`src/opn_pkg.sv`:
```
// Control subset of an OPN chip only; no FM, LFO, SSG or ADPCM fields, timer A is 10 bits
package opn_pkg;

    typedef logic [7:0]         reg_addr_t;
    typedef logic [7:0]         reg_data_t;
    typedef logic [9:0]         timer_a_t;
    typedef logic [7:0]         timer_b_t;
    typedef logic signed [15:0] snd_t;
    typedef logic [1:0]         pan_t;      // Bit 1 left, bit 0 right

    // Timer settings from the register file
    typedef struct packed {
        timer_a_t value_a;
        timer_b_t value_b;
        logic     load_a;   // Level, counter runs while high
        logic     load_b;
        logic     en_a;     // Flag enables
        logic     en_b;
        logic     clr_a;    // One clk pulse
        logic     clr_b;
    } timer_ctl_t;

    // Channel 6 DAC settings
    typedef struct packed {
        logic      dac_en;
        reg_data_t dac_data;    // Offset binary
        pan_t      pan;
    } dac_ctl_t;

    // Part I addresses unless noted
    localparam reg_addr_t REG_TIMER_A_HI = 8'h24;
    localparam reg_addr_t REG_TIMER_A_LO = 8'h25;
    localparam reg_addr_t REG_TIMER_B    = 8'h26;
    localparam reg_addr_t REG_TIMER_CTL  = 8'h27;
    localparam reg_addr_t REG_DAC_DATA   = 8'h2A;
    localparam reg_addr_t REG_DAC_EN     = 8'h2B;
    localparam reg_addr_t REG_PAN_CH3    = 8'hB6;   // Part II, i.e. channel 6

    localparam int SLOTS_PER_SAMPLE = 24;   // clk_en ticks per sample
    localparam int TIMER_B_PRESCALE = 16;   // Samples per timer B step

endpackage

```
`src/opn_clk_gen.sv`:
```
// clk_div must be 1 or more; zero comes every clk_div * 24 cen-high clocks
`timescale 1ns/1ns

module opn_clk_gen #(
    parameter int clk_div = 6
) (
    input  logic clk,
    input  logic rst,
    input  logic cen,
    output logic clk_en,
    output logic zero
);

    localparam int CW = (clk_div > 1) ? $clog2(clk_div) : 1;
    localparam int SW = $clog2(opn_pkg::SLOTS_PER_SAMPLE);

    logic [CW-1:0] cen_cnt;
    logic [SW-1:0] slot;

    // Internal clock enable, one pulse per clk_div external enables
    always_ff @(posedge clk) begin
        if (rst) begin
            cen_cnt <= '0;
            clk_en  <= 1'b0;
        end else begin
            clk_en <= 1'b0;
            if (cen) begin
                if (cen_cnt == CW'(clk_div - 1)) begin
                    cen_cnt <= '0;
                    clk_en  <= 1'b1;
                end else begin
                    cen_cnt <= cen_cnt + 1'b1;
                end
            end
        end
    end

    // Operator slot count, sample strobe on the wrap
    always_ff @(posedge clk) begin
        if (rst) begin
            slot <= '0;
            zero <= 1'b0;
        end else begin
            zero <= 1'b0;
            if (clk_en) begin
                if (slot == SW'(opn_pkg::SLOTS_PER_SAMPLE - 1)) begin
                    slot <= '0;
                    zero <= 1'b1;
                end else begin
                    slot <= slot + 1'b1;
                end
            end
        end
    end

endmodule

```
`src/opn_mmr.sv`:
```
// Writes only, reads come from the top level; busy is advisory and never blocks a write
`timescale 1ns/1ns

module opn_mmr #(
    parameter int busy_cycles = 32
) (
    input  logic               clk,
    input  logic               rst,
    input  logic               clk_en,
    input  opn_pkg::reg_data_t din,
    input  logic [1:0]         addr,
    input  logic               cs_n,
    input  logic               wr_n,
    output logic               busy,
    output opn_pkg::timer_ctl_t timer_ctl,
    output opn_pkg::dac_ctl_t  dac_ctl
);

    localparam int BW = $clog2(busy_cycles + 1);

    logic write;
    logic wr_addr;
    logic wr_data;

    opn_pkg::reg_addr_t sel_addr;   // Latched register address
    logic               part;       // High for part II

    opn_pkg::timer_a_t  value_a;
    opn_pkg::timer_b_t  value_b;
    opn_pkg::reg_data_t dac_data;
    logic               load_a;
    logic               load_b;
    logic               en_a;
    logic               en_b;
    logic               clr_a;
    logic               clr_b;
    logic               dac_en;
    opn_pkg::pan_t      pan;

    logic [BW-1:0] busy_cnt;

    assign write   = !cs_n && !wr_n;
    assign wr_addr = write && !addr[0];
    assign wr_data = write && addr[0];

    // Control state
    always_ff @(posedge clk) begin
        if (rst) begin
            sel_addr <= '0;
            part     <= 1'b0;
            load_a   <= 1'b0;
            load_b   <= 1'b0;
            en_a     <= 1'b0;
            en_b     <= 1'b0;
            clr_a    <= 1'b0;
            clr_b    <= 1'b0;
            dac_en   <= 1'b0;
            pan      <= 2'b11;
        end else begin
            clr_a <= 1'b0;  // Flag resets last one clk
            clr_b <= 1'b0;
            if (wr_addr) begin
                sel_addr <= din;
                part     <= addr[1];
            end
            if (wr_data && !part) begin
                case (sel_addr)
                    opn_pkg::REG_TIMER_CTL: begin
                        load_a <= din[0];
                        load_b <= din[1];
                        en_a   <= din[2];
                        en_b   <= din[3];
                        clr_a  <= din[4];
                        clr_b  <= din[5];
                    end
                    opn_pkg::REG_DAC_EN: dac_en <= din[7];
                    default: ;
                endcase
            end
            if (wr_data && part && sel_addr == opn_pkg::REG_PAN_CH3) begin
                pan <= din[7:6];    // L, R
            end
        end
    end

    // Payload registers
    always_ff @(posedge clk) begin
        if (wr_data && !part) begin
            case (sel_addr)
                opn_pkg::REG_TIMER_A_HI: value_a[9:2] <= din;
                opn_pkg::REG_TIMER_A_LO: value_a[1:0] <= din[1:0];
                opn_pkg::REG_TIMER_B:    value_b      <= din;
                opn_pkg::REG_DAC_DATA:   dac_data     <= din;
                default: ;
            endcase
        end
    end

    // Busy window after each data write
    always_ff @(posedge clk) begin
        if (rst) begin
            busy_cnt <= '0;
        end else if (wr_data) begin
            busy_cnt <= BW'(busy_cycles);
        end else if (clk_en && busy_cnt != '0) begin
            busy_cnt <= busy_cnt - 1'b1;
        end
    end

    assign busy = busy_cnt != '0;

    assign timer_ctl = '{
        value_a: value_a,
        value_b: value_b,
        load_a:  load_a,
        load_b:  load_b,
        en_a:    en_a,
        en_b:    en_b,
        clr_a:   clr_a,
        clr_b:   clr_b
    };

    assign dac_ctl = '{dac_en: dac_en, dac_data: dac_data, pan: pan};

endmodule

```
`src/opn_pcm_dac.sv`:
```
// Channel 6 DAC only, 8-bit sample without interpolation; outputs change only on the strobe
`timescale 1ns/1ns

module opn_pcm_dac (
    input  logic              clk,
    input  logic              rst,
    input  logic              zero,
    input  opn_pkg::dac_ctl_t dac_ctl,
    output opn_pkg::snd_t     snd_left,
    output opn_pkg::snd_t     snd_right,
    output logic              snd_sample
);

    opn_pkg::snd_t sample;

    // Offset binary to two's complement, scaled to the top byte
    assign sample = {~dac_ctl.dac_data[7], dac_ctl.dac_data[6:0], 8'd0};

    always_ff @(posedge clk) begin
        if (rst) begin
            snd_left   <= '0;
            snd_right  <= '0;
            snd_sample <= 1'b0;
        end else begin
            snd_sample <= zero;
            if (zero) begin
                snd_left  <= (dac_ctl.dac_en && dac_ctl.pan[1]) ? sample : '0;
                snd_right <= (dac_ctl.dac_en && dac_ctl.pan[0]) ? sample : '0;
            end
        end
    end

endmodule

```
`src/opn_timers.sv`:
```
// Timers step on the sample strobe only; timer B prescaler runs freely, so its period varies by one phase
`timescale 1ns/1ns

module opn_timers (
    input  logic                clk,
    input  logic                rst,
    input  logic                zero,
    input  opn_pkg::timer_ctl_t timer_ctl,
    output logic                flag_a,
    output logic                flag_b,
    output logic                irq_n
);

    localparam int PW = $clog2(opn_pkg::TIMER_B_PRESCALE);

    opn_pkg::timer_a_t cnt_a;
    opn_pkg::timer_b_t cnt_b;
    logic [PW-1:0]     pre_b;
    logic              load_a_d;
    logic              load_b_d;
    logic              tick_b;
    logic              step_a;
    logic              step_b;
    logic              ovf_a;
    logic              ovf_b;

    // Load edge has priority over a step
    assign step_a = timer_ctl.load_a && load_a_d && zero;
    assign ovf_a  = step_a && (&cnt_a);

    assign tick_b = zero && pre_b == PW'(opn_pkg::TIMER_B_PRESCALE - 1);
    assign step_b = timer_ctl.load_b && load_b_d && tick_b;
    assign ovf_b  = step_b && (&cnt_b);

    always_ff @(posedge clk) begin
        if (rst) begin
            load_a_d <= 1'b0;
            cnt_a    <= '0;
        end else begin
            load_a_d <= timer_ctl.load_a;
            if (timer_ctl.load_a && !load_a_d) begin
                cnt_a <= timer_ctl.value_a;
            end else if (step_a) begin
                cnt_a <= ovf_a ? timer_ctl.value_a : cnt_a + 1'b1;
            end
        end
    end

    always_ff @(posedge clk) begin
        if (rst) begin
            load_b_d <= 1'b0;
            cnt_b    <= '0;
            pre_b    <= '0;
        end else begin
            load_b_d <= timer_ctl.load_b;
            if (zero) begin
                pre_b <= pre_b + 1'b1;  // Wraps at the prescale count
            end
            if (timer_ctl.load_b && !load_b_d) begin
                cnt_b <= timer_ctl.value_b;
            end else if (step_b) begin
                cnt_b <= ovf_b ? timer_ctl.value_b : cnt_b + 1'b1;
            end
        end
    end

    // Sticky flags, cleared only by the reset bits
    always_ff @(posedge clk) begin
        if (rst) begin
            flag_a <= 1'b0;
            flag_b <= 1'b0;
            irq_n  <= 1'b1;
        end else begin
            if (timer_ctl.clr_a) begin
                flag_a <= 1'b0;
            end else if (ovf_a && timer_ctl.en_a) begin
                flag_a <= 1'b1;
            end
            if (timer_ctl.clr_b) begin
                flag_b <= 1'b0;
            end else if (ovf_b && timer_ctl.en_b) begin
                flag_b <= 1'b1;
            end
            irq_n <= !(flag_a || flag_b);   // Lags the flags by one clk
        end
    end

endmodule

```
`src/opn_top.sv`:
```
// Sound outputs carry the channel 6 DAC alone; dout is the status byte, zero while cs_n is high
`timescale 1ns/1ns

module opn_top #(
    parameter int clk_div     = 6,
    parameter int busy_cycles = 32
) (
    input  logic               clk,
    input  logic               rst,
    input  logic               cen,
    input  logic               cs_n,
    input  logic               wr_n,
    input  opn_pkg::reg_data_t din,
    input  logic [1:0]         addr,
    output opn_pkg::reg_data_t dout,
    output logic               irq_n,
    output opn_pkg::snd_t      snd_left,
    output opn_pkg::snd_t      snd_right,
    output logic               snd_sample
);

    logic                clk_en;
    logic                zero;      // Sample strobe
    logic                busy;
    logic                flag_a;
    logic                flag_b;
    opn_pkg::timer_ctl_t timer_ctl;
    opn_pkg::dac_ctl_t   dac_ctl;

    opn_clk_gen #(.clk_div(clk_div)) u_clk_gen (
        .clk    ( clk    ),
        .rst    ( rst    ),
        .cen    ( cen    ),
        .clk_en ( clk_en ),
        .zero   ( zero   )
    );

    opn_mmr #(.busy_cycles(busy_cycles)) u_mmr (
        .clk       ( clk       ),
        .rst       ( rst       ),
        .clk_en    ( clk_en    ),
        .din       ( din       ),
        .addr      ( addr      ),
        .cs_n      ( cs_n      ),
        .wr_n      ( wr_n      ),
        .busy      ( busy      ),
        .timer_ctl ( timer_ctl ),
        .dac_ctl   ( dac_ctl   )
    );

    opn_timers u_timers (
        .clk       ( clk       ),
        .rst       ( rst       ),
        .zero      ( zero      ),
        .timer_ctl ( timer_ctl ),
        .flag_a    ( flag_a    ),
        .flag_b    ( flag_b    ),
        .irq_n     ( irq_n     )
    );

    opn_pcm_dac u_pcm_dac (
        .clk        ( clk        ),
        .rst        ( rst        ),
        .zero       ( zero       ),
        .dac_ctl    ( dac_ctl    ),
        .snd_left   ( snd_left   ),
        .snd_right  ( snd_right  ),
        .snd_sample ( snd_sample )
    );

    // Status byte
    assign dout = cs_n ? '0 : {busy, 5'd0, flag_b, flag_a};

endmodule

```
`config.mk`:
```
export PLATFORM = sky130hd
export DESIGN_NAME = opn_top
export DESIGN_NICKNAME = d
export VERILOG_FILES = /design/src/opn_pkg.sv /design/src/opn_clk_gen.sv /design/src/opn_mmr.sv /design/src/opn_pcm_dac.sv /design/src/opn_timers.sv /design/src/opn_top.sv
export SDC_FILE = /design/constraint.sdc
export NUM_CORES = 1
export LEC_CHECK = 0
export BUFFER_PORTS_ARGS = -buffer_cell sky130_fd_sc_hd__buf_2
export CAP_MARGIN = 20
export CORE_AREA = 4 4 101 103
export CTS_BUF_LIST = sky130_fd_sc_hd__clkbuf_4
export CTS_CLUSTER_DIAMETER = 80
export DETAILED_ROUTE_END_ITERATION = 10
export DIE_AREA = 0 0 105 107
export PLACE_DENSITY = 0.69
export SKIP_CTS_REPAIR_TIMING = 1
export SYNTH_ARGS = -nofsm -noshare
export SYNTH_HDL_FRONTEND = slang
export SYNTH_SLANG_ARGS = --single-unit
export TNS_END_PERCENT = 1
```
`constraint.sdc`:
```
create_clock -name clk -period 4.1 [get_ports clk]
set_clock_uncertainty 0.15 [all_clocks]
set_input_delay 0.82 -clock clk [delete_from_list [all_inputs] [get_ports clk]]
set_output_delay 0.82 -clock clk [all_outputs]
set_load 0.01 [all_outputs]
```
=== Yosys cells after proc, flatten, opt, wreduce, memory -nomap -nowiden ===
Cells that the tools add are included.
Widths: inputs -> output; s select.

* Bits in latches: 0
* Memory bits (read-only): 0
* RAM bits: 0
* Output and inout bits: 42
* Bits in registers: 120
* Memories: 0
* Logic and storage cells: 113

* Divide/modulo/power cells: 0
* Add/subtract/negate cells: 6
* Eq/ne operators: 10
* Mux-type cells: 15
* $mul: 0
* Bitwise gates (word level): 5
* Shift operators: 0
* Reductions and logical operators: 46
* Order comparisons: 0

{| class="wikitable"
|+ Operator list
! cell !! count
|-
| $eq 8x6->1 const B || 6
|-
| $mux 16 || 2
|-
| $mux 8 || 4
|-
| $mux 10 || 3
|-
| $logic_and 1x1->1 || 20
|-
| $mux 6 || 2
|-
| $reduce_and 2->1 || 6
|-
| $add 10x1->10 const B || 1
|-
| $reduce_and 10->1 || 1
|-
| $reduce_or 2->1 || 5
|-
| $add 8x1->8 const B || 1
|-
| $eq 8x8->1 const B || 1
|-
| $reduce_and 8->1 || 1
|-
| $logic_not 1->1 || 7
|-
| $reduce_bool 2->1 || 3
|-
| $reduce_bool 6->1 || 1
|-
| $sub 6x1->6 const B || 1
|-
| $add 5x1->5 const B || 1
|-
| $eq 5x5->1 const B || 1
|-
| $mux 5 || 1
|-
| $not 1->1 || 5
|-
| $add 4x1->4 const B || 1
|-
| $eq 4x4->1 const B || 1
|-
| $add 3x1->3 const B || 1
|-
| other kinds (5) || 6
|}

=== Longest topological paths before layout ===
* Word-level depth: 7
* Mapped depth: 7

=== Hierarchy ===
A second synthesis with hierarchy kept.

* Cells, all modules: 494
* Area, all modules: 4,855.9 µm²

{| class="wikitable"
|+ By module, submodules not included
! module !! area an instance (µm²) !! times used !! sequential area each (µm²) !! cells an instance
|-
| opn_mmr || 1,971.9 || 1 || 1,261.2 || 164
|-
| opn_timers || 1,606.5 || 1 || 540.5 || 191
|-
| opn_pcm_dac || 835.8 || 1 || 340.3 || 92
|-
| opn_clk_gen || 381.6 || 1 || 200.2 || 38
|-
| opn_top || 60.1 || 1 || 0.0 || 9
|}

=== Least setup slack after synthesis ===
OpenSTA, ideal clock, no wires.

* Path kind: input-to-reg
* Start: input port cs_n
* End: register u_mmr.value_b[0], enable pin
* Setup slack: 1,175 ps
* Cell stages on the path: 4
* Data required time: 3,567 ps
* Arrival time: 2,392 ps
* Cells stage by stage: or3b_1 buf_2 or3b_4 nor3_1

* Longest elaborated chain between the ends: 5

{| class="wikitable"
|+ Ends and longest elaborated chain
! element !! line !! text
|-
| from (decl) || opn_top.sv:11 || <nowiki>input logic cs_n,</nowiki>
|-
| $logic_not 1->1 || opn_mmr.sv:42 || <nowiki>assign write = !cs_n && !wr_n;</nowiki>
|-
| $logic_and 1x1->1 || opn_mmr.sv:42 ||
|-
| $logic_and 1x1->1 || opn_mmr.sv:44 || <nowiki>assign wr_data = write && addr[0];</nowiki>
|-
| $logic_and 1x1->1 || opn_mmr.sv:88 || <nowiki>if (wr_data && !part) begin</nowiki>
|-
| $reduce_and 2->1 (no line) || n/a ||
|-
| to (signal assigned) || opn_mmr.sv:92 || <nowiki>opn_pkg::REG_TIMER_B: value_b <= din;</nowiki>
|-
| to (decl) || opn_mmr.sv:29 || <nowiki>opn_pkg::timer_b_t value_b;</nowiki>
|}

Every way passes these cells.
A chain may end at the register's enable or synchronous reset.

=== Worst setup path in the final report ===
* Start: register u_mmr.busy_cnt[2]
* End: output port dout[7]

* Longest elaborated chain between the ends: 2

{| class="wikitable"
|+ Ends and longest elaborated chain
! element !! line !! text
|-
| from (decl) || opn_mmr.sv:40 || <nowiki>logic [BW-1:0] busy_cnt;</nowiki>
|-
| from (signal assigned) || opn_mmr.sv:104 || <nowiki>busy_cnt <= BW'(busy_cycles);</nowiki>
|-
| from (signal assigned) || opn_mmr.sv:106 || <nowiki>busy_cnt <= busy_cnt - 1'b1;</nowiki>
|-
| $reduce_bool 6->1 || opn_mmr.sv:110 || <nowiki>assign busy = busy_cnt != '0;</nowiki>
|-
| $mux 8 || opn_top.sv:72 || <nowiki>assign dout = cs_n ? '0 : {busy, 5'd0, flag_b, flag_a};</nowiki>
|-
| to (decl) || opn_top.sv:15 || <nowiki>output opn_pkg::reg_data_t dout,</nowiki>
|}

Every way passes these cells.

==> metrics <==
outcome completed; WS Path Type reg2out; Worst Hold Slack 250 ps; layout cell share with drive strength beyond 1 0.132; Avg Synthesized Cell Area 9.57 um^2; hold crit path type reg2reg; maxcap violations 0; Initial DRC Count 131; switching power of the nets 424 uW; FILL cells 841; largest net degree at the start of global routing 59; Antenna Violating Nets Remaining 0; Reg power frac 0.649; Syn Std Cell Area 0.00452 mm^2; Synth top area share 0.346; detailed placement HPWL 6.17 mm; commonest non-fill, non-tap cells in the layout 78 x dfxtp_1, 47 x nand2_1, 43 x a21oi_1; clk sinks 104; post-synthesis sequential area ratio 0.518; H-tree levels 3; Core ar. 0.00920 mm^2; relative slew slack 0.332; WL/cell 14.4 um; Rows 35; IO Count 57; DIE HEIGHT 107 um; clock-pin transition on the worst setup and hold timing paths 180 ps; commonest register cell after synthesis dfxtp_1; area leader, netlist dfxtp_1; Netlist cell types 57; peak supply drop 0.167 mV; leakage power total 0.00170 uW; final hold violation count 0; commonest non-fill, non-tap cell in the layout dfxtp_1; Post-synth EDFFs 26; DRT Wirelength 8.88 mm; Logic pwr share 0.040; Routability Congestion 0.836; Via density 5.46; die span in x 105 um; pre-CTS setup slack 1210 ps; initial antenna violation count 1; All-Layer GR Usage 0.161; port bufs 35; PwrDens 342 mW/mm^2; Sw Share 0.256; final worst path period need 2440 ps; min setup slack post-route 1660 ps; crit start category register; vias in the first global route 3168; Total Negative Setup Slacks 0 ps; worst-path fanout max 4; Async SR Flop Fraction 0; r2r setup slk 1780 ps; Clock Power Share 0.311; Setup crit end kind output port; RSZ-0062 raised after global routing false; Worst-Margin Slew 1000 ps; first-pass GRT wire length 14.8 mm; WP data arrival 1470 ps; Critical Path RT 3130 ps; Inserted Clock Buffers 9; P&R area growth vs syn 7.23%; Pins Over Slew Limit 0; post-layout net count 522; CTS max path bufs 2; Pint 1230 uW; Final Setup Violations 0; Yosys reg bits 104; DRC viols 0; max frequency 409 MHz; die area 0.0112 mm^2; # placed instances 601; Post-Synthesis Cells 472; clock latency on the worst-skew pair 450 ps; final worst-path cycle share 0.596; YS warnings 0; Clock Tree Root clkbuf_4; Initial Util 0.491; vias 3373; final cell count without fillers 618; DRT Pass-1 Iters 5; Synth area leaders dfxtp_1 35%, edfxtp_1 17%, a21oi_1 4.8%; CTS tree yes; grt total ovfl 0; final core occ 0.527
-- per-stage QoR --
step,power [uW],cell area (um^2)
6_report,1660,4850
5_1_grt,1730,4850
4_1_cts,1680,4840
3_5_place_dp,1160,4710
3_3_place_gp,1160,4710
2_1_floorplan,1160,4590
-- critical path, stage by stage, from the launching register on --
cell and delay [ps]:
dfxtp_1 380, nor4_1 380, a21oi_1 110, buf_2 150
-- cell families after synthesis --
group / after synthesis / share of synthesized area
buffers and inverters: 49 / 0.0590
adder cells (fa/ha/maj): 6 / 0.0166
XOR/XNOR: 14 / 0.0271
AND/OR/NAND/NOR: 207 / 0.245
flip-flops: 104 / 0.518
AO/OA/AOI/OAI: 83 / 0.115
multiplexers: 8 / 0.0183
other: 1 / 0.000830
-- power groups by stage --
| stage | Combinational (uW) | Sequential, uW | Clock, uW |
|---|---|---|---|
| 2_1_floorplan | 60.0 | 1100 | 0 |
| 3_3_place_gp | 65.0 | 1100 | 0 |
| 3_5_place_dp | 66.4 | 1100 | 0 |
| 4_1_cts | 66.4 | 1080 | 532 |
| 5_1_grt | 74.0 | 1080 | 574 |
| 6_report | 66.4 | 1080 | 515 |
-- path summary, 6_finish.rpt --
check,startpoint,end,cells past startpoint
worst max-delay path,u_mmr.busy_cnt[2],dout[7],3
worst min-delay path,u_mmr.clr_b,u_timers.flag_b,1
worst max register to register,u_timers.cnt_a[0],u_timers.cnt_a[1],6
worst min register to register,u_mmr.clr_b,u_timers.flag_b,1
-- sequential cells by signal (all words and copies together), names as in the netlist, 2 cells and up --
name	flops
u_clk_gen.cen_cnt	3
u_clk_gen.slot	5
u_mmr.busy_cnt	6
u_mmr.dac_data	8
u_mmr.pan	2
u_mmr.sel_addr	8
u_mmr.value_a	10
u_mmr.value_b	8
u_pcm_dac.snd_left	8
u_pcm_dac.snd_right	8
u_timers.cnt_a	10
u_timers.cnt_b	8
u_timers.pre_b	4
-- final cells by class --
type	count	area, um^2	share of cell area
diodes	1	2.50	0.000516
clock buffers	10	75.1	0.0155
clock inverters	6	62.6	0.0129
inverters	7	26.3	0.00542
multi-input cells	339	1990	0.410
flip-flops and latches	104	2340	0.483
well taps	111	139	0.0287
repair buffers	40	213	0.0439
-- cell usage after synthesis (all sizes together) (7+ instances only) --
library cell / n
a21oi: 43
a31oi: 7
buf: 27
clkbuf: 15
dfxtp: 78
edfxtp: 26
inv: 7
nand2: 47
nand2b: 23
nand3: 29
nand3b: 8
nor2: 40
nor3: 13
o21ai: 10
xor2: 9
-- per-layer routing --
metal	vias up	share of wire	global-route usage
met3	10	0.038	0.0229
met5	-	0	0
met1	1589	0.46	0.206
met2	84	0.48	0.277
li1	1690	-	-
met4	0	0.015	0.0628
No activity file was read; power rests on OpenSTA's default activity.
